==> src/hdl/noc_config.svh <==
`ifndef NOC_CONFIG_SVH
`define NOC_CONFIG_SVH

// port geometry
`define NOC_V        4   // virtual channels per port
`define NOC_P        5   // router ports
`define NOC_B        4   // flit slots per vc
`define NOC_FPAY     32  // payload bits

// flit classes
`define NOC_C        2

// mesh size
`define NOC_NX       4
`define NOC_NY       4

// packets held per vc with non-atomic reallocation
`define NOC_MIN_PCK  2
`define NOC_MAX_PCK  (`NOC_B / `NOC_MIN_PCK)

// one V-bit mask per class, class 0 in the low bits
`define NOC_CLASS_OVC 8'b1100_0011

`endif

==> src/hdl/mesh_route_pkg.sv <==
`include "noc_config.svh"

package mesh_route_pkg;

    localparam int XW = $clog2(`NOC_NX);
    localparam int YW = $clog2(`NOC_NY);

    // router port directions, north lowers y and east raises x
    typedef enum logic [2:0] {
        LOCAL = 3'd0,
        EAST  = 3'd1,
        NORTH = 3'd2,
        WEST  = 3'd3,
        SOUTH = 3'd4
    } port_e;

    // router and endpoint address, one endpoint per router
    typedef struct packed {
        logic [XW-1:0] x;
        logic [YW-1:0] y;
    } r_addr_t;

endpackage

==> src/hdl/flit_pkg.sv <==
`include "noc_config.svh"

package flit_pkg;

    import mesh_route_pkg::*;

    localparam int CLASS_W = (`NOC_C > 1) ? $clog2(`NOC_C) : 1;
    localparam int HDR_RSV_W = `NOC_FPAY - CLASS_W - 2 * $bits(r_addr_t) - $bits(port_e);

    typedef logic [`NOC_V-1:0] vc_mask_t;  // one-hot vc select

    // request over the ports other than our own
    typedef logic [`NOC_P-2:0] port_req_t;

    typedef struct packed {
        logic                 hdr;
        logic                 tail;
        vc_mask_t             vc;
        logic [`NOC_FPAY-1:0] payload;
    } flit_t;

    // payload layout of a header flit
    typedef struct packed {
        logic [HDR_RSV_W-1:0] rsv;
        logic [CLASS_W-1:0]   cls;
        r_addr_t              src;
        r_addr_t              dst;
        port_e                destport;  // port to take at the receiving router
    } hdr_payload_t;

endpackage

==> src/hdl/fwft_fifo.sv <==
module fwft_fifo #(
    parameter int DATA_W = 8,
    parameter int DEPTH  = 4
) (
    input  logic              clk,
    input  logic              reset,
    input  logic [DATA_W-1:0] din_i,
    input  logic              wr_en_i,
    input  logic              rd_en_i,
    output logic [DATA_W-1:0] dout_o,
    output logic              not_empty_o
);

    localparam int AW = (DEPTH > 1) ? $clog2(DEPTH) : 1;
    localparam int CW = $clog2(DEPTH + 1);

    logic [DATA_W-1:0] mem [DEPTH];
    logic [AW-1:0]     wr_ptr;
    logic [AW-1:0]     rd_ptr;
    logic [CW-1:0]     count;
    logic              push;
    logic              pop;

    function automatic logic [AW-1:0] next_ptr(logic [AW-1:0] ptr);
        return (ptr == AW'(DEPTH - 1)) ? '0 : ptr + 1'b1;  // depth need not be a power of 2
    endfunction

    assign push        = wr_en_i && (count != CW'(DEPTH));
    assign pop         = rd_en_i && not_empty_o;
    assign not_empty_o = (count != '0);
    assign dout_o      = mem[rd_ptr];  // oldest entry falls through

    always_ff @(posedge clk) begin
        if (push) begin
            mem[wr_ptr] <= din_i;
        end
    end

    always_ff @(posedge clk or posedge reset) begin
        if (reset) begin
            wr_ptr <= '0;
            rd_ptr <= '0;
            count  <= '0;
        end else begin
            if (push) begin
                wr_ptr <= next_ptr(wr_ptr);
            end
            if (pop) begin
                rd_ptr <= next_ptr(rd_ptr);
            end
            case ({push, pop})
                2'b10:   count <= count + 1'b1;
                2'b01:   count <= count - 1'b1;
                default: count <= count;  // idle or push and pop together
            endcase
        end
    end

endmodule

==> src/hdl/vc_flit_buffer.sv <==
`include "noc_config.svh"

module vc_flit_buffer
    import flit_pkg::*;
(
    input  logic     clk,
    input  logic     reset,
    input  flit_t    flit_i,
    input  logic     wr_en_i,
    input  vc_mask_t rd_vc_i,
    output flit_t    flit_o,
    output vc_mask_t vc_not_empty_o
);

    localparam int V  = `NOC_V;
    localparam int B  = `NOC_B;
    localparam int PW = $clog2(B);
    localparam int VW = $clog2(V);
    localparam int CW = $clog2(B + 1);

    // one region of B slots per vc, addressed as {vc, ptr}
    flit_t         mem [V*B];
    logic [PW-1:0] wr_ptr [V];
    logic [PW-1:0] rd_ptr [V];
    logic [CW-1:0] count [V];
    logic [VW-1:0] wr_vc;
    logic [VW-1:0] rd_vc;
    vc_mask_t      push;
    vc_mask_t      pop;

    function automatic logic [VW-1:0] oh_to_idx(vc_mask_t oh);
        logic [VW-1:0] idx;
        idx = '0;
        for (int i = 0; i < V; i++) begin
            if (oh[i]) begin
                idx = idx | VW'(i);
            end
        end
        return idx;
    endfunction

    assign wr_vc = oh_to_idx(flit_i.vc);
    assign rd_vc = oh_to_idx(rd_vc_i);
    assign push  = wr_en_i ? flit_i.vc : '0;
    assign pop   = rd_vc_i & vc_not_empty_o;

    assign flit_o = mem[{rd_vc, rd_ptr[rd_vc]}];  // head of the selected vc

    always_ff @(posedge clk) begin
        if (wr_en_i) begin
            mem[{wr_vc, wr_ptr[wr_vc]}] <= flit_i;
        end
    end

    always_ff @(posedge clk or posedge reset) begin
        if (reset) begin
            for (int i = 0; i < V; i++) begin
                wr_ptr[i] <= '0;
                rd_ptr[i] <= '0;
                count[i]  <= '0;
            end
        end else begin
            for (int i = 0; i < V; i++) begin
                if (push[i]) begin
                    wr_ptr[i] <= wr_ptr[i] + 1'b1;  // wraps inside the region
                end
                if (pop[i]) begin
                    rd_ptr[i] <= rd_ptr[i] + 1'b1;
                end
                case ({push[i], pop[i]})
                    2'b10:   count[i] <= count[i] + 1'b1;
                    2'b01:   count[i] <= count[i] - 1'b1;
                    default: count[i] <= count[i];
                endcase
            end
        end
    end

    always_comb begin
        for (int i = 0; i < V; i++) begin
            vc_not_empty_o[i] = (count[i] != '0);
        end
    end

endmodule

==> src/hdl/xy_lookahead_route.sv <==
module xy_lookahead_route
    import mesh_route_pkg::*;
#(
    parameter port_e SW_LOC = WEST
) (
    input  r_addr_t current_r_addr_i,
    input  r_addr_t dst_i,
    input  port_e   destport_i,
    output port_e   lk_port_o
);

    r_addr_t nb_addr;
    port_e   xy_port;

    // address of the router behind destport_i
    always_comb begin
        nb_addr = current_r_addr_i;
        case (destport_i)
            EAST: begin
                nb_addr.x = current_r_addr_i.x + 1'b1;
            end
            WEST: begin
                nb_addr.x = current_r_addr_i.x - 1'b1;
            end
            NORTH: begin
                nb_addr.y = current_r_addr_i.y - 1'b1;
            end
            SOUTH: begin
                nb_addr.y = current_r_addr_i.y + 1'b1;
            end
            default: begin
                nb_addr = current_r_addr_i;  // ejects here
            end
        endcase
    end

    // xy at the neighbour, x first then y
    always_comb begin
        if (dst_i.x > nb_addr.x) begin
            xy_port = EAST;
        end else if (dst_i.x < nb_addr.x) begin
            xy_port = WEST;
        end else if (dst_i.y > nb_addr.y) begin
            xy_port = SOUTH;
        end else if (dst_i.y < nb_addr.y) begin
            xy_port = NORTH;
        end else begin
            xy_port = LOCAL;
        end
    end

    // no next hop when the flit ejects here or would turn back
    // through the port it came in on
    assign lk_port_o = (destport_i == LOCAL || destport_i == SW_LOC) ? LOCAL : xy_port;

endmodule

==> src/hdl/ivc_info_queues.sv <==
`include "noc_config.svh"

module ivc_info_queues
    import mesh_route_pkg::*;
    import flit_pkg::*;
#(
    parameter port_e SW_LOC = WEST
) (
    input  logic                     clk,
    input  logic                     reset,
    input  flit_t                    flit_i,
    input  logic                     flit_we_i,
    input  r_addr_t                  current_r_addr_i,
    input  vc_mask_t                 rd_vc_i,
    input  vc_mask_t                 reset_ivc_i,
    output vc_mask_t                 flit_is_tail_o,
    output port_req_t [`NOC_V-1:0]   dest_port_o,
    output vc_mask_t [`NOC_V-1:0]    candidate_ovcs_o,
    output port_e [`NOC_V-1:0]       lk_port_o
);

    localparam int V       = `NOC_V;
    localparam int B       = `NOC_B;
    localparam int P       = `NOC_P;
    localparam int MAX_PCK = `NOC_MAX_PCK;
    localparam int PTW     = $bits(port_e);
    localparam logic [`NOC_C*V-1:0] CLASS_OVC = `NOC_CLASS_OVC;

    hdr_payload_t hdr;
    vc_mask_t     flit_wr;
    vc_mask_t     hdr_wr;
    port_e        lk_port_in;

    // one-hot over all ports, then drop our own bit
    function automatic port_req_t port_to_req(port_e p);
        logic [P-1:0] full_oh;
        port_req_t    req;
        full_oh    = '0;
        full_oh[p] = 1'b1;
        req        = '0;
        for (int i = 0; i < P; i++) begin
            if (i < int'(SW_LOC)) begin
                req[i] = full_oh[i];
            end else if (i > int'(SW_LOC)) begin
                req[i-1] = full_oh[i];
            end
        end
        return req;
    endfunction

    assign hdr     = hdr_payload_t'(flit_i.payload);
    assign flit_wr = flit_we_i ? flit_i.vc : '0;
    assign hdr_wr  = (flit_we_i && flit_i.hdr) ? flit_i.vc : '0;

    // queued with the header in the same cycle
    xy_lookahead_route #(
        .SW_LOC(SW_LOC)
    ) lk_route (
        .current_r_addr_i(current_r_addr_i),
        .dst_i           (hdr.dst),
        .destport_i      (hdr.destport),
        .lk_port_o       (lk_port_in)
    );

    for (genvar v = 0; v < V; v++) begin : g_vc
        logic               tail_q;
        logic               tail_ne;
        logic [CLASS_W-1:0] cls_q;
        logic               cls_ne;
        logic [PTW-1:0]     dst_q;
        logic               dst_ne;
        logic [PTW-1:0]     lk_q;
        logic               lk_ne;

        // one entry per flit, popped by the switch grant
        fwft_fifo #(.DATA_W(1), .DEPTH(B)) tail_fifo (
            .clk(clk), .reset(reset),
            .din_i(flit_i.tail), .wr_en_i(flit_wr[v]), .rd_en_i(rd_vc_i[v]),
            .dout_o(tail_q), .not_empty_o(tail_ne)
        );

        // one entry per packet, popped when the vc is released
        fwft_fifo #(.DATA_W(CLASS_W), .DEPTH(MAX_PCK)) class_fifo (
            .clk(clk), .reset(reset),
            .din_i(hdr.cls), .wr_en_i(hdr_wr[v]), .rd_en_i(reset_ivc_i[v]),
            .dout_o(cls_q), .not_empty_o(cls_ne)
        );

        fwft_fifo #(.DATA_W(PTW), .DEPTH(MAX_PCK)) dest_fifo (
            .clk(clk), .reset(reset),
            .din_i(hdr.destport), .wr_en_i(hdr_wr[v]), .rd_en_i(reset_ivc_i[v]),
            .dout_o(dst_q), .not_empty_o(dst_ne)
        );

        fwft_fifo #(.DATA_W(PTW), .DEPTH(MAX_PCK)) lk_fifo (
            .clk(clk), .reset(reset),
            .din_i(lk_port_in), .wr_en_i(hdr_wr[v]), .rd_en_i(reset_ivc_i[v]),
            .dout_o(lk_q), .not_empty_o(lk_ne)
        );

        assign flit_is_tail_o[v]   = tail_q & tail_ne;
        assign candidate_ovcs_o[v] = cls_ne ? CLASS_OVC[cls_q*V +: V] : '0;
        assign dest_port_o[v]      = dst_ne ? port_to_req(port_e'(dst_q)) : '0;
        assign lk_port_o[v]        = lk_ne ? port_e'(lk_q) : LOCAL;
    end

endmodule

==> src/hdl/flit_header_update.sv <==
`include "noc_config.svh"

module flit_header_update
    import mesh_route_pkg::*;
    import flit_pkg::*;
(
    input  logic                    clk,
    input  logic                    reset,
    input  flit_t                   flit_i,
    input  vc_mask_t                grant_i,
    input  vc_mask_t [`NOC_V-1:0]   assigned_ovc_i,
    input  port_e [`NOC_V-1:0]      lk_port_i,
    output flit_t                   flit_o,
    output logic                    flit_valid_o
);

    localparam int V = `NOC_V;

    vc_mask_t                 ovc_sel;
    logic [$bits(port_e)-1:0] lk_sel;
    hdr_payload_t             hdr_new;
    flit_t                    flit_new;

    // grant is one-hot or zero, so an or-mux is enough
    always_comb begin
        ovc_sel = '0;
        lk_sel  = '0;
        for (int i = 0; i < V; i++) begin
            if (grant_i[i]) begin
                ovc_sel = ovc_sel | assigned_ovc_i[i];
                lk_sel  = lk_sel | lk_port_i[i];
            end
        end
    end

    always_comb begin
        hdr_new          = hdr_payload_t'(flit_i.payload);
        hdr_new.destport = port_e'(lk_sel);  // look-ahead port for the next router
        flit_new         = flit_i;
        flit_new.vc      = ovc_sel;
        if (flit_i.hdr) begin
            flit_new.payload = hdr_new;
        end
    end

    always_ff @(posedge clk) begin
        if (|grant_i) begin
            flit_o <= flit_new;
        end
    end

    always_ff @(posedge clk or posedge reset) begin
        if (reset) begin
            flit_valid_o <= 1'b0;
        end else begin
            flit_valid_o <= |grant_i;  // one cycle per granted flit
        end
    end

endmodule

==> src/hdl/input_port.sv <==
`include "noc_config.svh"

module input_port
    import mesh_route_pkg::*;
    import flit_pkg::*;
#(
    parameter port_e SW_LOC = WEST
) (
    input  logic                    clk,
    input  logic                    reset,
    input  flit_t                   flit_i,
    input  logic                    flit_we_i,
    input  vc_mask_t                sw_grant_i,
    input  vc_mask_t [`NOC_V-1:0]   assigned_ovc_i,
    input  vc_mask_t                reset_ivc_i,
    input  r_addr_t                 current_r_addr_i,
    output vc_mask_t                ivc_request_o,
    output vc_mask_t                flit_is_tail_o,
    output port_req_t [`NOC_V-1:0]  dest_port_o,
    output vc_mask_t [`NOC_V-1:0]   candidate_ovcs_o,
    output flit_t                   flit_out_o,
    output logic                    flit_out_valid_o
);

    flit_t              buf_flit;  // head of the granted vc
    port_e [`NOC_V-1:0] lk_port;

    vc_flit_buffer flit_buf (
        .clk           (clk),
        .reset         (reset),
        .flit_i        (flit_i),
        .wr_en_i       (flit_we_i),
        .rd_vc_i       (sw_grant_i),
        .flit_o        (buf_flit),
        .vc_not_empty_o(ivc_request_o)
    );

    ivc_info_queues #(
        .SW_LOC(SW_LOC)
    ) info_q (
        .clk(clk), .reset(reset),
        .flit_i(flit_i), .flit_we_i(flit_we_i), .current_r_addr_i(current_r_addr_i),
        .rd_vc_i(sw_grant_i), .reset_ivc_i(reset_ivc_i),
        .flit_is_tail_o(flit_is_tail_o), .dest_port_o(dest_port_o),
        .candidate_ovcs_o(candidate_ovcs_o), .lk_port_o(lk_port)
    );

    flit_header_update hdr_upd (
        .clk(clk), .reset(reset),
        .flit_i(buf_flit), .grant_i(sw_grant_i),
        .assigned_ovc_i(assigned_ovc_i), .lk_port_i(lk_port),
        .flit_o(flit_out_o), .flit_valid_o(flit_out_valid_o)
    );

endmodule

==> config.mk <==
export PLATFORM = sky130hd
export DESIGN_NAME = input_port
export DESIGN_NICKNAME = d
export VERILOG_FILES = /design/src/hdl/mesh_route_pkg.sv /design/src/hdl/flit_pkg.sv /design/src/hdl/fwft_fifo.sv /design/src/hdl/vc_flit_buffer.sv /design/src/hdl/xy_lookahead_route.sv /design/src/hdl/ivc_info_queues.sv /design/src/hdl/flit_header_update.sv /design/src/hdl/input_port.sv
export VERILOG_INCLUDE_DIRS = /design/src /design/src/hdl
export SDC_FILE = /design/constraint.sdc
export NUM_CORES = 1
export LEC_CHECK = 0
export ABC_AREA = 1
export ABC_CLOCK_PERIOD_IN_PS = 4400
export BUFFER_PORTS_ARGS = -buffer_cell sky130_fd_sc_hd__buf_2
export CORE_UTILIZATION = 60
export DETAILED_ROUTE_END_ITERATION = 8
export HOLD_SLACK_MARGIN = 0.02
export PLACE_DENSITY = 0.8
export SLEW_MARGIN = 20
export SYNTH_ARGS = -nofsm -noshare
export SYNTH_HDL_FRONTEND = slang
export SYNTH_SLANG_ARGS = --single-unit
==> constraint.sdc <==
create_clock -name clk -period 4.4 [get_ports clk]
set_clock_uncertainty 0.05 [all_clocks]
set_input_delay 0.66 -clock clk [delete_from_list [all_inputs] [get_ports clk]]
set_output_delay 0.66 -clock clk [all_outputs]
set_load 0.02 [all_outputs]
==> results.toml, run 1 <==
[die]
chipHeight_um = 233
die_x_um = 233
coreArea_um2 = 52700
die-area_um2 = 54300
ios = 148
start_util_pct = 60.8
fp-row-count = 84

[cells_and_area]
stdcell_area_um2 = 35700
area_growth_syn_to_layout_pct = 11.7
fin_cells = 3484
finalCoreUtilization_pct = 67.9
layout_commonest_cell = "edfxtp_1"
final_cell_mix = "edfxtp_1 (654), nand2_1 (311), inv_1 (310)"
nets = 2854
layout-drive-gt1-share_pct = 12.3

[power]
ir_drop_mv = 0.418
powerDensity_nw_per_um2 = 588
p_leak_nw = 13.6
power.total_mw = 21.0

[yosys]
syn_inst = 2590
yosysWarnings = 0
avgSynthCellArea_um2 = 12.4
syn_nets = 2711
seq_area_frac_synth_pct = 69.6
async_reset_ff_share_pct = 13.8
syn_area_um2 = 32000
ys.flop_type = "edfxtp_1"
synth_area_leader_cell = "edfxtp_1"
synth_edf_count = 654
synth.distinct_cells = 40
synth_top_cell_area_share_pct = 61.4
yosys_register_bits = 759
synthTopCellsByArea = "edfxtp_1 (61%), dfrtp_1 (8.2%), o211ai_1 (5.8%)"

[timing]
min_period_ns = 3.24
period_share_pct = 73.6
max-slew-margin-rel_pct = 41.6
setup-violations-final = 0
rsz0062_at_grt = "no"
worst_pin_slew_ns = 0.875
fmax_mhz = 309
hold_viol = 0
hold_ws_ns = 0.189
tns_ns = 0
fin_ws_ns = 1.16
slew_viol_final = 0

[place]
place_inst = 3344
dpl_cell_area_um2 = 33400
port_buffers = 147
finalWeightedCongestion = 0.826
post-place-ws_ns = 0.654
hpwl_um = 40200

[clocking]
cts_tree = "yes"
cts_buffer_depth = 3
ctsRootBufferMaster = "clkbuf_16"
cts_buffers = 75
h-tree-depth = 3
insertion_delay_ns = 0.62
hold_buffers = 0
cts_setup_buffers = 0
clkTransAtPathRegs_ns = 0.06
cts.sinks = 759
cts_resized = 0

[critical_path]
crit_path_end_kind = "flop"
cp.arrival_ns = 3.56
path_max_fanout = 126
critPathKind = "input port to flop"
crit_required_ns = 4.72
cp-start-kind = "input port"

[grt]
grt_pass1_wl_um = 112000
track_usage_pct = 27.3
grt_max_degree = 127
grt_pass1_vias = 20800
antenna_found_initial = 3
overflow = 0

[run_status]
status = "finished clean"

[route]
drc = 0
vias_per_cell = 5.96
initialDrtViolationCount = 2374
antenna_left = 0
vias = 20800
routed_wl_um = 72900
dr.pass1.iters = 6
post_drt_wl_per_cell_um = 20.9

[min_path]
hp-class = "input port to async pin"

[run]
max-cap-violations = 0
-- path summary, 6_finish.rpt --
kind	from	end	slack, ns	cells past startpoint
max	sw_grant_i[3]	hdr_upd.flit_o[28]$_DFFE_PP_	1.16	11
min	reset	info_q.g_vc[0].tail_fifo.wr_ptr[0]$_DFFE_PP0P_	0.19	2
max reg2reg	flit_buf.rd_ptr[7]$_DFFE_PP0P_	hdr_upd.flit_o[9]$_DFFE_PP_	1.71	9
min reg2reg	flit_buf.rd_ptr[5]$_DFFE_PP0P_	flit_buf.rd_ptr[5]$_DFFE_PP0P_	0.42	1
max in group asynchronous	reset	flit_buf.wr_ptr[3]$_DFFE_PP0P_	3.27	3
min in group clk	assigned_ovc_i[3]	hdr_upd.flit_o[35]$_DFFE_PP_	0.29	3
-- kinds of logic after synthesis --
group	synth area share [%]
simple gates	10.1
flops	69.6
compound gates	9.76
buf+inv	6.08
xor+xnor	2.11
fa+ha+maj	2.22
mux	0.188
-- state kept, by name, summed over array words and instances, names as in the netlist --
| name | count |
|---|---|
| flit_buf.count | 12 |
| flit_buf.mem | 544 |
| flit_buf.rd_ptr | 8 |
| flit_buf.wr_ptr | 8 |
| hdr_upd.flit_o | 38 |
| hdr_upd.flit_valid_o | 1 |
| info_q.g_vc.class_fifo.count | 8 |
| info_q.g_vc.class_fifo.mem | 8 |
| info_q.g_vc.class_fifo.rd_ptr | 4 |
| info_q.g_vc.class_fifo.wr_ptr | 4 |
| info_q.g_vc.dest_fifo.count | 8 |
| info_q.g_vc.dest_fifo.mem | 24 |
| info_q.g_vc.dest_fifo.rd_ptr | 4 |
| info_q.g_vc.dest_fifo.wr_ptr | 4 |
| info_q.g_vc.lk_fifo.count | 8 |
| info_q.g_vc.lk_fifo.mem | 24 |
| info_q.g_vc.lk_fifo.rd_ptr | 4 |
| info_q.g_vc.lk_fifo.wr_ptr | 4 |
| info_q.g_vc.tail_fifo.count | 12 |
| info_q.g_vc.tail_fifo.mem | 16 |
| info_q.g_vc.tail_fifo.rd_ptr | 8 |
| info_q.g_vc.tail_fifo.wr_ptr | 8 |
-- synth_stat cells, types with 2 or more instances --
cell type	instances
or2_2	13
buf_6	18
o22ai_1	2
ha_1	44
nand2_4	3
nand3b_1	4
a21oi_1	30
clkbuf_1	23
nand4_1	5
nor2_1	269
a221oi_1	2
fa_1	8
xnor2_1	26
buf_1	7
nand2_1	311
nor2_4	2
o21ai_0	144
a31oi_1	6
o211ai_1	249
dfrtp_1	105
nand3_2	5
o21ai_1	56
nand2_2	3
edfxtp_1	654
xor2_1	51
buf_4	28
buf_2	45
nor3_1	14
nand3_1	133
inv_2	2
inv_1	311
o2111ai_1	2
nor4_1	3
mux2i_1	6
-- where the power goes --
| part | switching [mW] | leakage [nW] | internal (mW) |
|---|---|---|---|
| sequential | 0.548 | 7.20 | 8.76 |
| combinational | 3.78 | 5.26 | 1.83 |
| clock | 2.62 | 1.15 | 3.46 |
-- area by class of cell --
| class | instances | area, um^2 |
|---|---|---|
| fillers | 3462 | 16900 |
| clock inverters | 36 | 298 |
| multi-input cells | 1394 | 7920 |
| inverters | 315 | 1190 |
| diodes | 4 | 10.0 |
| well taps | 688 | 861 |
| flip-flops and latches | 759 | 22300 |
| clock buffers | 100 | 2040 |
| repair buffers | 188 | 1160 |
-- layer usage --
layer / wire length (um) / track usage [%] / vias to the layer above
met5: 0 / 0 / -
met1: 27200 / 34.9 / 10100
met3: 6860 / 4.11 / 170
li1: - / - / 9398
met4: 2350 / 11.3 / 0
met2: 36500 / 46.8 / 1108
-- critical path, cell delays in order --
cell and delay (ns):
buf_2 0.17, nor2_4 0.19, buf_4 0.58, nand2_1 0.29
nand2_8 0.48, buf_12 0.47, nand2_1 0.11, o211ai_1 0.13
o211ai_1 0.12, nand3_1 0.15, nand2_1 0.07
(Power assumes the default switching activity.)
==> run 2: changes to the inputs <==
--- a/config.mk
+++ b/config.mk
@@ -7,7 +7,7 @@
 export NUM_CORES = 1
 export LEC_CHECK = 0
 export ABC_AREA = 1
-export ABC_CLOCK_PERIOD_IN_PS = 4400
+export ABC_CLOCK_PERIOD_IN_PS = 3000
 export BUFFER_PORTS_ARGS = -buffer_cell sky130_fd_sc_hd__buf_2
 export CORE_UTILIZATION = 60
 export DETAILED_ROUTE_END_ITERATION = 8
==> constraint.sdc (replaced) <==
create_clock -name clk -period 3 [get_ports clk]
set_clock_uncertainty 0.05 [all_clocks]
set_input_delay 0.45 -clock clk [delete_from_list [all_inputs] [get_ports clk]]
set_output_delay 0.45 -clock clk [all_outputs]
set_load 0.02 [all_outputs]
==> results.toml, run 2 (synthesized netlist as in run 1, its figures left out) <==
[critical_path]
crit_path_end_kind = "primary output"
crit_required_ns = 2.50
cpMostUsedCell = "inv_1"
cp.arrival_ns = 2.19
cp_cell_sequence = "inv_1 > or2_2 > o21ai_0 > inv_1 > nor4_1 > buf_2"
slowest_delay_ns = 0.42
path_max_fanout = 5
critPathSlowestCell = "dfrtp_1"
cp-start-kind = "flop"
critPathKind = "flop to primary output"

[timing]
worst_pin_slew_ns = 0.822
rsz0062_at_grt = "no"
period_share_pct = 89.5
min_period_ns = 2.69
hold_viol = 0
max-slew-margin-rel_pct = 45.2
setup-violations-final = 0
fin_ws_ns = 0.314
fmax_mhz = 372
slew_viol_final = 0
tns_ns = 0

[clocking]
cts_buffers = 74
h-tree-depth = 3
cts_setup_buffers = 0
ctsRootBufferMaster = "clkbuf_16"
cts.sinks = 759
insertion_delay_ns = 0.61
cts_buffer_depth = 3
cts_tree = "yes"
clkTransAtPathRegs_ns = 0.06

[run_status]
status = "finished clean"

[power]
powerDensity_nw_per_um2 = 863
power.total_mw = 31.1
ir_drop_mv = 0.620
p_leak_nw = 13.7

[die]
die-area_um2 = 54300
chipHeight_um = 233
ios = 148
die_x_um = 233
coreArea_um2 = 52700
fp-row-count = 84
start_util_pct = 60.8

[route]
initialDrtViolationCount = 2485
dr.pass1.iters = 6
antenna_left = 0
drc = 0
routed_wl_um = 74400
vias = 20800
post_drt_wl_per_cell_um = 21.3
vias_per_cell = 5.95

[cells_and_area]
layout_commonest_cell = "edfxtp_1"
area_growth_syn_to_layout_pct = 12.7
largest-register = "flit_buf.mem"
largest_register_ffs = 544
final_cell_mix = "edfxtp_1 (654), nand2_1 (311), inv_1 (310)"
nets = 2870
stdcell_area_um2 = 36100
fillers = 3394
layout-drive-gt1-share_pct = 12.6
top_regs = "flit_buf.mem: 544 flops, hdr_upd.flit_o: 38 flops"

[grt]
grt_max_degree = 100
antenna_found_initial = 2
grt_pass1_vias = 21100
overflow = 0
track_usage_pct = 28.1
grt_pass1_wl_um = 116000

[place]
dpl_cell_area_um2 = 33700
port_buffers = 147
post-place-ws_ns = 0.209
finalWeightedCongestion = 0.848
hpwl_um = 43300

[min_path]
hp-class = "input port to flop"

[run]
max-cap-violations = 0
-- run 2: cell count changes in the layout (fill, tap and decap cells not counted), moves of 5 or more --
cell and delta:
clkbuf_1 -7, buf_12 +18, clkinv_1 +10, clkinv_2 -5
-- run 2: worst max-delay path, delay by kind of cell (launching register included) --
kind / cells / cell delay, ns
AOI/OAI and AO/OA: 1 / 0.13
and+or+nand+nor: 2 / 0.58
buffers and inverters: 3 / 0.45
DFF: 1 / 0.42
-- run 2: cell type report --
class                   count  area [um^2]  area share (%)
flip-flops and latches    759        22300            61.7
multi-input cells        1394         7920            22.0
clock buffers              92         2000            5.55
repair buffers            205         1510            4.19
inverters                 315         1190            3.30
well taps                 688          861            2.39
clock inverters            41          307           0.850
diodes                      2         5.00          0.0139
-- run 2: power by group --
group	switching [mW]	leakage [nW]	total, mW	internal (mW)
combinational	5.67	5.41	8.48	2.82
clock	3.88	1.13	8.97	5.09
sequential	0.811	7.20	13.7	12.8
-- run 2: final timing paths --
kind | startpoint | slack [ns] | endpoint | depth (start not counted)
worst max-delay path | info_q.g_vc[0].dest_fifo.rd_ptr$_DFFE_PP0P_ | 0.31 | dest_port_o[1] | 6
worst min register to register | flit_buf.count[9]$_DFFE_PP0P_ | 0.42 | flit_buf.count[9]$_DFFE_PP0P_ | 1
worst min-delay path | flit_i[33] | 0.06 | flit_buf.wr_ptr[4]$_DFFE_PP0P_ | 3
worst max register to register | flit_buf.rd_ptr[3]$_DFFE_PP0P_ | 0.53 | hdr_upd.flit_o[13]$_DFFE_PP_ | 9
max in group asynchronous | reset | 1.71 | flit_buf.rd_ptr[0]$_DFFE_PP0P_ | 4
min in group asynchronous | reset | 0.46 | info_q.g_vc[3].tail_fifo.rd_ptr[0]$_DFFE_PP0P_ | 3
-- run 2: stage by stage --
| step | hold WS, ns | utilization, % | cells |
|---|---|---|---|
| floorplan | 0.387 | - | 2590 |
| global placement | 0.402 | 64.1 | 3360 |
| finish | 0.0619 | 68.5 | 3496 |
| global route | 0.0745 | 68.5 | 3496 |
| CTS | 0.0363 | 68.5 | 3494 |
| detailed placement | 0.405 | 64.1 | 3360 |
-- run 2: what timing repair did --
action	4_1_cts	5_1_grt
setup endpoints to repair	0	0
gates resized for setup	0	0
endpoints found under the hold margin	28	0
hold buffers	1	0
-- run 2: layer usage --
| layer | wire length [um] | vias up | global-route usage (%) |
|---|---|---|---|
| met5 | 0 | - | 0 |
| met4 | 2900 | 0 | 12.7 |
| met3 | 6400 | 204 | 4.42 |
| met2 | 37100 | 1086 | 47.1 |
| met1 | 28000 | 10100 | 36.2 |
| li1 | - | 9416 | - |
